### src/source/ntps_pkg.sv
//------------------------------------------------
// Shared definitions for the NTP appliance fabric
// APB address map and slave indices
// NTP clock and network-path register offsets
// API extension codes and packed bus structs
//------------------------------------------------

package ntps_pkg;

  //------------------------------------------------
  // Counts and address decode
  //------------------------------------------------
  localparam int NUM_PORTS   = 4;
  localparam int NUM_SLAVES  = 6;

  // Slave windows, network paths follow NP0
  localparam int SLV_NTPA    = 0;
  localparam int SLV_NTPB    = 1;
  localparam int SLV_NP0     = 2;

  localparam int ADDR_W      = 16;
  localparam int DATA_W      = 32;

  // Slave index sits above the local byte offset
  localparam int SLV_IDX_LSB = 12;
  localparam int SLV_IDX_W   = 3;
  localparam int OFS_W       = SLV_IDX_LSB;

  //------------------------------------------------
  // NTP clock registers
  //------------------------------------------------
  localparam int NTP_TIME_W = 64;

  // Seconds half, then fraction half
  localparam logic [OFS_W-1:0] NTP_TIME_HI = 12'h000;
  localparam logic [OFS_W-1:0] NTP_TIME_LO = 12'h004;
  // Increment applied every clock
  localparam logic [OFS_W-1:0] NTP_STEP    = 12'h008;
  // Bit 0 is sync_ok
  localparam logic [OFS_W-1:0] NTP_CTRL    = 12'h00c;

  //------------------------------------------------
  // Network-path registers
  //------------------------------------------------
  localparam logic [OFS_W-1:0] NP_GEN_CONFIG = 12'h000;
  localparam logic [OFS_W-1:0] NP_STATUS     = 12'h004;
  // Everything from here up goes to the API extension
  localparam logic [OFS_W-1:0] NP_EXT_BASE   = 12'h100;

  localparam int GEN_CFG_CLK_SEL_BIT = 24;

  //------------------------------------------------
  // API extension codes
  //------------------------------------------------
  localparam int API_ADDR_W = 32;

  localparam logic [1:0] API_CMD_IDLE  = 2'd0;
  localparam logic [1:0] API_CMD_READ  = 2'd1;
  localparam logic [1:0] API_CMD_WRITE = 2'd2;

  localparam logic [1:0] API_ST_BUSY   = 2'd0;
  localparam logic [1:0] API_ST_OK     = 2'd1;
  localparam logic [1:0] API_ST_ERR    = 2'd2;

  // APB request, 51 bits
  typedef struct packed {
    logic              psel;
    logic              penable;
    logic              pwrite;
    logic [ADDR_W-1:0] paddr;
    logic [DATA_W-1:0] pwdata;
  } apb_req_t;

  // APB response
  typedef struct packed {
    logic              pready;
    logic [DATA_W-1:0] prdata;
    logic              pslverr;
  } apb_rsp_t;

  // API extension command side
  typedef struct packed {
    logic [1:0]            command;
    logic [API_ADDR_W-1:0] address;
    logic [DATA_W-1:0]     write_data;
  } api_ext_req_t;

  typedef struct packed {
    logic [1:0]        status;
    logic [DATA_W-1:0] read_data;
  } api_ext_rsp_t;

  // One NTP time source
  typedef struct packed {
    logic [NTP_TIME_W-1:0] timestamp;
    logic                  sync_ok;
  } ntp_src_t;

endpackage

### src/source/apb_slave_decoder.sv
//------------------------------------------------
// APB slave-index decoder
// Per-slave psel gating, response multiplexing
// Error response for unmapped windows
//------------------------------------------------

`timescale 1ns/1ps

module apb_slave_decoder (
  input  logic               clk156,
  input  logic               rst_n,
  input  ntps_pkg::apb_req_t apb_req,
  output ntps_pkg::apb_rsp_t apb_rsp,
  output ntps_pkg::apb_req_t slv_req [ntps_pkg::NUM_SLAVES],
  input  ntps_pkg::apb_rsp_t slv_rsp [ntps_pkg::NUM_SLAVES]
);

  logic [ntps_pkg::SLV_IDX_W-1:0] slv_idx;
  logic                           unmapped;
  logic                           err_q;

  // Index field of the address
  assign slv_idx  = apb_req.paddr[ntps_pkg::SLV_IDX_LSB +: ntps_pkg::SLV_IDX_W];
  // Indices past the last window
  assign unmapped = (slv_idx >= ntps_pkg::SLV_IDX_W'(ntps_pkg::NUM_SLAVES));

  //------------------------------------------------
  // Request fan-out
  //------------------------------------------------
  always_comb begin
    for (int i = 0; i < ntps_pkg::NUM_SLAVES; i++) begin
      // Payload goes everywhere
      slv_req[i]      = apb_req;
      // Only the addressed slave sees psel
      slv_req[i].psel = apb_req.psel && (slv_idx == ntps_pkg::SLV_IDX_W'(i));
    end
  end

  //------------------------------------------------
  // Unmapped access tracking
  //------------------------------------------------
  // Armed in setup, live only in the first access cycle
  always_ff @(posedge clk156 or negedge rst_n) begin
    if (!rst_n) begin
      err_q <= 1'b0;
    end else begin
      err_q <= apb_req.psel && !apb_req.penable && unmapped;
    end
  end

  //------------------------------------------------
  // Response mux
  //------------------------------------------------
  always_comb begin
    // Decoder's own error answer by default
    apb_rsp.pready  = err_q && apb_req.psel && apb_req.penable;
    apb_rsp.prdata  = '0;
    apb_rsp.pslverr = err_q && apb_req.psel && apb_req.penable;
    // Mapped window overrides
    for (int i = 0; i < ntps_pkg::NUM_SLAVES; i++) begin
      if (slv_idx == ntps_pkg::SLV_IDX_W'(i)) begin
        apb_rsp = slv_rsp[i];
      end
    end
  end

endmodule

### src/source/network_path_regs.sv
//------------------------------------------------
// Network-path register block
// GEN_CONFIG and STATUS registers
// Forwarding of the upper window to the API
// extension port with a wait/done FSM
//------------------------------------------------

`timescale 1ns/1ps

module network_path_regs (
  input  logic                         clk156,
  input  logic                         rst_n,
  input  ntps_pkg::apb_req_t           apb_req,
  output ntps_pkg::apb_rsp_t           apb_rsp,
  input  logic                         ntp_sync_ok,
  output logic [ntps_pkg::DATA_W-1:0]  gen_config,
  output ntps_pkg::api_ext_req_t       api_ext_req,
  input  ntps_pkg::api_ext_rsp_t       api_ext_rsp
);

  typedef enum logic [1:0] {
    ST_IDLE,
    ST_WAIT,
    ST_DONE
  } ext_state_t;

  ext_state_t                      state_q;
  logic [ntps_pkg::OFS_W-1:0]      ofs;
  logic                            ext_hit;
  logic                            access;
  logic [ntps_pkg::DATA_W-1:0]     reg_rdata;
  logic [1:0]                      cmd_q;
  logic [ntps_pkg::API_ADDR_W-1:0] addr_q;
  logic [ntps_pkg::DATA_W-1:0]     wdata_q;
  logic [ntps_pkg::DATA_W-1:0]     ext_rdata_q;
  logic                            ext_err_q;

  assign ofs     = apb_req.paddr[ntps_pkg::OFS_W-1:0];
  assign ext_hit = (ofs >= ntps_pkg::NP_EXT_BASE);
  assign access  = apb_req.psel && apb_req.penable;

  //------------------------------------------------
  // Local registers
  //------------------------------------------------
  always_ff @(posedge clk156 or negedge rst_n) begin
    if (!rst_n) begin
      gen_config <= '0;
    end else if (access && apb_req.pwrite && ofs == ntps_pkg::NP_GEN_CONFIG) begin
      gen_config <= apb_req.pwdata;
    end
  end

  // STATUS is read only
  always_comb begin
    case (ofs)
      ntps_pkg::NP_GEN_CONFIG: reg_rdata = gen_config;
      ntps_pkg::NP_STATUS:     reg_rdata = {{(ntps_pkg::DATA_W-1){1'b0}}, ntp_sync_ok};
      default:                 reg_rdata = '0;
    endcase
  end

  //------------------------------------------------
  // API extension FSM
  //------------------------------------------------
  always_ff @(posedge clk156 or negedge rst_n) begin
    if (!rst_n) begin
      state_q <= ST_IDLE;
      cmd_q   <= ntps_pkg::API_CMD_IDLE;
    end else begin
      case (state_q)
        ST_IDLE: begin
          // Launch on the first access cycle
          if (access && ext_hit) begin
            cmd_q   <= apb_req.pwrite ? ntps_pkg::API_CMD_WRITE : ntps_pkg::API_CMD_READ;
            state_q <= ST_WAIT;
          end
        end
        ST_WAIT: begin
          // Hold until the responder stops reporting busy
          if (api_ext_rsp.status != ntps_pkg::API_ST_BUSY) begin
            cmd_q   <= ntps_pkg::API_CMD_IDLE;
            state_q <= ST_DONE;
          end
        end
        // pready cycle
        default: state_q <= ST_IDLE;
      endcase
    end
  end

  // Address, write data and result capture
  always_ff @(posedge clk156) begin
    if (state_q == ST_IDLE && access && ext_hit) begin
      addr_q  <= ntps_pkg::API_ADDR_W'(ofs);
      wdata_q <= apb_req.pwdata;
    end
    if (state_q == ST_WAIT && api_ext_rsp.status != ntps_pkg::API_ST_BUSY) begin
      ext_rdata_q <= api_ext_rsp.read_data;
      ext_err_q   <= (api_ext_rsp.status == ntps_pkg::API_ST_ERR);
    end
  end

  assign api_ext_req.command    = cmd_q;
  assign api_ext_req.address    = addr_q;
  assign api_ext_req.write_data = wdata_q;

  //------------------------------------------------
  // APB response
  //------------------------------------------------
  always_comb begin
    if (state_q == ST_DONE) begin
      apb_rsp.pready  = 1'b1;
      apb_rsp.prdata  = ext_rdata_q;
      apb_rsp.pslverr = ext_err_q;
    end else begin
      // Register window answers immediately
      apb_rsp.pready  = access && !ext_hit;
      apb_rsp.prdata  = reg_rdata;
      apb_rsp.pslverr = 1'b0;
    end
  end

endmodule

### src/source/ntp_clock_core.sv
//------------------------------------------------
// One NTP clock
// 64-bit timestamp counter with STEP increment
// APB registers: TIME_HI, TIME_LO, STEP, CTRL
//------------------------------------------------

`timescale 1ns/1ps

module ntp_clock_core (
  input  logic               clk156,
  input  logic               rst_n,
  input  ntps_pkg::apb_req_t apb_req,
  output ntps_pkg::apb_rsp_t apb_rsp,
  output ntps_pkg::ntp_src_t src
);

  logic [ntps_pkg::NTP_TIME_W-1:0] time_q;
  logic [ntps_pkg::DATA_W-1:0]     step_q;
  logic [ntps_pkg::DATA_W-1:0]     ctrl_q;
  logic [ntps_pkg::OFS_W-1:0]      ofs;
  logic                            access;
  logic                            wr;
  logic [ntps_pkg::DATA_W-1:0]     rdata;

  // Local offset only, index bits belong to the decoder
  assign ofs    = apb_req.paddr[ntps_pkg::OFS_W-1:0];
  // No wait states on this window
  assign access = apb_req.psel && apb_req.penable;
  assign wr     = access && apb_req.pwrite;

  //------------------------------------------------
  // Timestamp and control registers
  //------------------------------------------------
  always_ff @(posedge clk156 or negedge rst_n) begin
    if (!rst_n) begin
      time_q <= '0;
      step_q <= '0;
      ctrl_q <= '0;
    end else begin
      // Load wins over the increment for that cycle
      if (wr && ofs == ntps_pkg::NTP_TIME_HI) begin
        time_q <= {apb_req.pwdata, time_q[ntps_pkg::DATA_W-1:0]};
      end else if (wr && ofs == ntps_pkg::NTP_TIME_LO) begin
        time_q <= {time_q[ntps_pkg::NTP_TIME_W-1:ntps_pkg::DATA_W], apb_req.pwdata};
      end else begin
        // Free-running advance
        time_q <= time_q + ntps_pkg::NTP_TIME_W'(step_q);
      end

      if (wr && ofs == ntps_pkg::NTP_STEP) begin
        step_q <= apb_req.pwdata;
      end
      if (wr && ofs == ntps_pkg::NTP_CTRL) begin
        ctrl_q <= apb_req.pwdata;
      end
    end
  end

  //------------------------------------------------
  // Readback
  //------------------------------------------------
  always_comb begin
    case (ofs)
      ntps_pkg::NTP_TIME_HI: rdata = time_q[ntps_pkg::NTP_TIME_W-1:ntps_pkg::DATA_W];
      ntps_pkg::NTP_TIME_LO: rdata = time_q[ntps_pkg::DATA_W-1:0];
      ntps_pkg::NTP_STEP:    rdata = step_q;
      ntps_pkg::NTP_CTRL:    rdata = ctrl_q;
      // Holes read as zero
      default:               rdata = '0;
    endcase
  end

  assign apb_rsp.pready  = access;
  assign apb_rsp.prdata  = rdata;
  assign apb_rsp.pslverr = 1'b0;

  // Source for the clock select
  assign src.timestamp = time_q;
  assign src.sync_ok   = ctrl_q[0];

endmodule

### src/source/ntp_clock_select.sv
//------------------------------------------------
// Common NTP clock select
// Registered A/B choice of time and sync status
//------------------------------------------------

`timescale 1ns/1ps

module ntp_clock_select (
  input  logic                            clk156,
  input  logic                            rst_n,
  input  logic                            clk_sel,
  input  ntps_pkg::ntp_src_t              src_a,
  input  ntps_pkg::ntp_src_t              src_b,
  output logic [ntps_pkg::NTP_TIME_W-1:0] ntp_time,
  output logic                            ntp_sync_ok
);

  logic sel_q;

  // Select flop, then output flop
  always_ff @(posedge clk156 or negedge rst_n) begin
    if (!rst_n) begin
      sel_q       <= 1'b0;
      ntp_time    <= '0;
      ntp_sync_ok <= 1'b0;
    end else begin
      sel_q <= clk_sel;
      // 0 picks clock A, 1 picks clock B
      if (sel_q) begin
        ntp_time    <= src_b.timestamp;
        ntp_sync_ok <= src_b.sync_ok;
      end else begin
        ntp_time    <= src_a.timestamp;
        ntp_sync_ok <= src_a.sync_ok;
      end
    end
  end

endmodule

### src/source/ntps_interfaces.sv
//------------------------------------------------
// Top level of the register fabric
// APB decoder, two NTP clocks, clock select
// Four network-path blocks with API ports
//------------------------------------------------

`timescale 1ns/1ps

module ntps_interfaces (
  input  logic                            clk156,
  input  logic                            rst_n,
  input  ntps_pkg::apb_req_t              apb_req,
  output ntps_pkg::apb_rsp_t              apb_rsp,
  output ntps_pkg::api_ext_req_t          api_ext_req [ntps_pkg::NUM_PORTS],
  input  ntps_pkg::api_ext_rsp_t          api_ext_rsp [ntps_pkg::NUM_PORTS],
  output logic [ntps_pkg::NTP_TIME_W-1:0] ntp_time,
  output logic                            ntp_sync_ok
);

  ntps_pkg::apb_req_t          slv_req [ntps_pkg::NUM_SLAVES];
  ntps_pkg::apb_rsp_t          slv_rsp [ntps_pkg::NUM_SLAVES];
  ntps_pkg::ntp_src_t          src_a;
  ntps_pkg::ntp_src_t          src_b;
  // Port 0 config drives the clock choice
  logic [ntps_pkg::DATA_W-1:0] gen_config_0;

  //------------------------------------------------
  // Input side
  //------------------------------------------------
  apb_slave_decoder u_decoder (
    .clk156  (clk156),
    .rst_n   (rst_n),
    .apb_req (apb_req),
    .apb_rsp (apb_rsp),
    .slv_req (slv_req),
    .slv_rsp (slv_rsp)
  );

  //------------------------------------------------
  // NTP clocks and select
  //------------------------------------------------
  ntp_clock_core u_ntp_clock_a (
    .clk156  (clk156),
    .rst_n   (rst_n),
    .apb_req (slv_req[ntps_pkg::SLV_NTPA]),
    .apb_rsp (slv_rsp[ntps_pkg::SLV_NTPA]),
    .src     (src_a)
  );

  ntp_clock_core u_ntp_clock_b (
    .clk156  (clk156),
    .rst_n   (rst_n),
    .apb_req (slv_req[ntps_pkg::SLV_NTPB]),
    .apb_rsp (slv_rsp[ntps_pkg::SLV_NTPB]),
    .src     (src_b)
  );

  ntp_clock_select u_clock_select (
    .clk156      (clk156),
    .rst_n       (rst_n),
    .clk_sel     (gen_config_0[ntps_pkg::GEN_CFG_CLK_SEL_BIT]),
    .src_a       (src_a),
    .src_b       (src_b),
    .ntp_time    (ntp_time),
    .ntp_sync_ok (ntp_sync_ok)
  );

  //------------------------------------------------
  // Network-path blocks
  //------------------------------------------------
  for (genvar p = 0; p < ntps_pkg::NUM_PORTS; p++) begin : g_np
    if (p == 0) begin : g_sel_port
      network_path_regs u_np (
        .clk156      (clk156),
        .rst_n       (rst_n),
        .apb_req     (slv_req[ntps_pkg::SLV_NP0 + p]),
        .apb_rsp     (slv_rsp[ntps_pkg::SLV_NP0 + p]),
        .ntp_sync_ok (ntp_sync_ok),
        .gen_config  (gen_config_0),
        .api_ext_req (api_ext_req[p]),
        .api_ext_rsp (api_ext_rsp[p])
      );
    end else begin : g_plain_port
      // Config of the other ports has no consumer here
      network_path_regs u_np (
        .clk156      (clk156),
        .rst_n       (rst_n),
        .apb_req     (slv_req[ntps_pkg::SLV_NP0 + p]),
        .apb_rsp     (slv_rsp[ntps_pkg::SLV_NP0 + p]),
        .ntp_sync_ok (ntp_sync_ok),
        .gen_config  (),
        .api_ext_req (api_ext_req[p]),
        .api_ext_rsp (api_ext_rsp[p])
      );
    end
  end

endmodule

### config.mk
export PLATFORM = sky130hd
export DESIGN_NAME = ntps_interfaces
export DESIGN_NICKNAME = d
export VERILOG_FILES = /design/src/source/ntps_pkg.sv /design/src/source/apb_slave_decoder.sv /design/src/source/network_path_regs.sv /design/src/source/ntp_clock_core.sv /design/src/source/ntp_clock_select.sv /design/src/source/ntps_interfaces.sv
export SDC_FILE = /design/constraint.sdc
export NUM_CORES = 1
export LEC_CHECK = 0
export BUFFER_PORTS_ARGS = -buffer_cell sky130_fd_sc_hd__buf_2
export CAP_MARGIN = 20
export CORE_MARGIN = 2
export CORE_UTILIZATION = 43
export CTS_BUF_LIST = sky130_fd_sc_hd__clkbuf_2 sky130_fd_sc_hd__clkbuf_4 sky130_fd_sc_hd__clkbuf_8
export DETAILED_ROUTE_END_ITERATION = 16
export MAX_ROUTING_LAYER = met4
export SLEW_MARGIN = 5
export SYNTH_ARGS = -nofsm -noshare
export SYNTH_HDL_FRONTEND = slang
export SYNTH_HIERARCHICAL = 1
export SYNTH_SLANG_ARGS = --single-unit
export TNS_END_PERCENT = 20
### constraint.sdc
create_clock -name clk156 -period 6.5 [get_ports clk156]
set_clock_uncertainty 0.1 [all_clocks]
set_input_delay 1.3 -clock clk156 [delete_from_list [all_inputs] [get_ports clk156]]
set_output_delay 1.3 -clock clk156 [all_outputs]
set_load 0.005 [all_outputs]
==> reports/metrics.yaml <==
outcome:
  status: "finished, final reports clean"
power:
  p_total_mw: 10.7
  peakVddDrop_mv: 0.157
  powerDensity_nw_per_um2: 233
  p_leak_nw: 19.6
place:
  dp_cells: 5034
  gp_congestion: 1.03
  dp_hpwl_um: 113000
  portBuffers: 470
global_routing:
  grt_pass1_wl_um: 224000
  first_global_vias: 29932
  antenna_found_initial: 22
  grt_overflow: 0
  grtUsageTotal_pct: 32.6
  grt_max_degree: 139
setup_path:
  timing.rr.end: "u_ntp_clock_a/time_q[58]$_DFFE_PN0P_"
  r2r_cells: 10
  r2r_start: "u_ntp_clock_a/time_q[0]$_DFFE_PN0N_"
  cp.required_ns: 5.10
  worstSetupPathType: "input port to primary output"
  cp-end-kind: "primary output"
  crit_family: "compound AO/OA/AOI/OAI gates"
  slowest_stage: "nand3_1"
  cpPeakStageDelay_ns: 0.46
  cp.depth: 11
  crit_chain: "buf_2, nor4_1, nand3_1, nor3b_2, buf_12, a22o_1, a221o_1, o221ai_1, o21ai_1, o211a_1, buf_2"
  crit_path_start_kind: "input port"
  r2r_slack_ns: 2.25
  path_max_fanout: 32
  path_buf_inv: 3
  crit_top_cell: "buf_2"
  cp-startpoint: "apb_req[37]"
  cp-endpoint: "apb_rsp[12]"
  cp.arrival_ns: 4.46
floorplanning:
  start_util_pct: 43.3
  coreArea_um2: 96600
  std_cell_rows: 114
  die_h_um: 316
  fp.dieW_um: 316
  dieArea_um2: 99900
  io-pin-count: 552
layout:
  nNetsFinal: 4154
  final_core_util_pct: 47.4
  syn2layout_area_growth_pct: 9.41
  layout-drive-gt1-share_pct: 29.9
  finalNonFillerCells: 5296
cts:
  cts-root-buf: "clkbuf_8"
  cts.reportedPaths.clkPinSlew_ns: 0.06
  cts_sinks: 775
  tritoncts: "done"
  clkLatencyLatePin_ns: 0.85
  clock_path_buffers: 3
  postCtsHoldBufs: 0
  cts_resized: 0
  cts_setup_buffers: 0
  numCtsBuffers: 138
  htree_levels: 4
sta:
  fin_tns_setup_ns: 0
  hold_viol: 0
  tightest_slew_ns: 1.13
  fmax_mhz: 171
  slew_headroom_pct: 24.5
  period_needed_ns: 5.86
  rsz0062_at_grt: "no"
  report.final.slew_viol_count: 0
  hold_slack_ns: 0.285
  setup_viol: 0
  min_period_over_period_pct: 90.1
logic_synthesis:
  syn_area_um2: 41900
  ys_warn_count: 6
  avgSynthCellArea_um2: 11.2
  netlist_instances: 3723
route:
  first_pass_iters: 6
  route.detailed.drc: 0
  vias: 31823
  drt_wl_total_um: 162000
  ant_nets: 0
  via_per_inst: 6.01
  wl_per_cell_um: 30.5
  drt-initial-drc-count: 3927
hold_path:
  holdCritPathClass: "input port to async pin"
flow_run:
  drv_cap: 0
[per-layer routing]
layer / wire length (um) / track usage, % / part of all wire, % / up-vias
li1: - / - / - / 13560
met1: 65300 / 42.6 / 40 / 16024
met2: 70700 / 46.8 / 44 / 1917
met3: 16900 / 8.58 / 10 / 322
met4: 8770 / 16.2 / 5.4 / 0
met5: 0 / - / 0 / -
[per-stage QoR]
step	area [um2]	setup WS [ns]
2_1_floorplan	42100	1.65
3_3_place_gp	42800	0.735
3_5_place_dp	42800	0.714
4_1_cts	45700	0.688
5_1_grt	45800	0.576
6_report	45800	0.640
[worst min-delay path by stage]
stage / end / slack, ns / cells after the start
finish: u_ntp_clock_a/time_q[19]$_DFFE_PN0N_ / 0.29 / 1
global route: u_ntp_clock_a/step_q[15]$_DFFE_PN0P_ / 0.29 / 1
CTS: u_ntp_clock_a/time_q[19]$_DFFE_PN0N_ / 0.24 / 1
detailed placement: u_clock_select/sel_q$_DFF_PN0_ / 0.31 / 0
global placement: u_clock_select/sel_q$_DFF_PN0_ / 0.32 / 0
floorplan: u_clock_select/sel_q$_DFF_PN0_ / 0.27 / 0
[worst register-to-register path, delay by kind of cell (launching register included)]
family | cells | cell delay (ns)
fa+ha+maj | 2 | 0.72
compound gates | 6 | 2.51
flops | 1 | 0.47
simple gates | 2 | 0.33
[registers in the layout (all words and copies together) (netlist names), 2 cells and up]
register	flops
u_ntp_clock_b/ctrl_q	32
u_ntp_clock_b/step_q	32
g_np.g_plain_port.u_np/cmd_q	6
g_np.g_plain_port.u_np/gen_config	96
g_np.g_sel_port.u_np/cmd_q	2
g_np.g_sel_port.u_np/ext_rdata_q	32
u_clock_select/ntp_time	64
u_ntp_clock_a/time_q	64
g_np.g_plain_port.u_np/ext_err_q	3
u_ntp_clock_a/ctrl_q	32
g_np.g_plain_port.u_np/ext_rdata_q	96
g_np.g_plain_port.u_np/state_q	6
g_np.g_plain_port.u_np/wdata_q	96
g_np.g_sel_port.u_np/addr_q	12
g_np.g_plain_port.u_np/addr_q	36
u_ntp_clock_b/time_q	64
g_np.g_sel_port.u_np/wdata_q	32
g_np.g_sel_port.u_np/gen_config	32
g_np.g_sel_port.u_np/state_q	2
u_ntp_clock_a/step_q	32
[report_power, final]
| group | total [mW] | switching, mW | internal, mW |
|---|---|---|---|
| combinational | 0.594 | 0.450 | 0.144 |
| clock | 4.89 | 2.21 | 2.68 |
| sequential | 5.16 | 0.0225 | 5.14 |
| total | 10.7 | 2.68 | 7.97 |
[layout make-up]
class,instances,area (um2)
Inverter,39,146
Tap cell,1276,1600
Clock buffer,199,2480
Clock inverter,47,452
Timing Repair Buffer,543,3010
Antenna cell,15,37.5
Sequential cell,775,20900
Multi-Input combinational cell,2402,17100
Fill cell,9007,50800
[placed cells by master, fill, tap and decap left out, drive strengths merged, types with 104 or more instances in the layout]
master,count
dfrtp,467
a22oi,104
edfxtp,308
o21ai,272
clkbuf,199
nand2,462
mux2,330
nor2,145
buf,543
a21oi,124
Note: power is estimated with default switching activity, not from simulation.
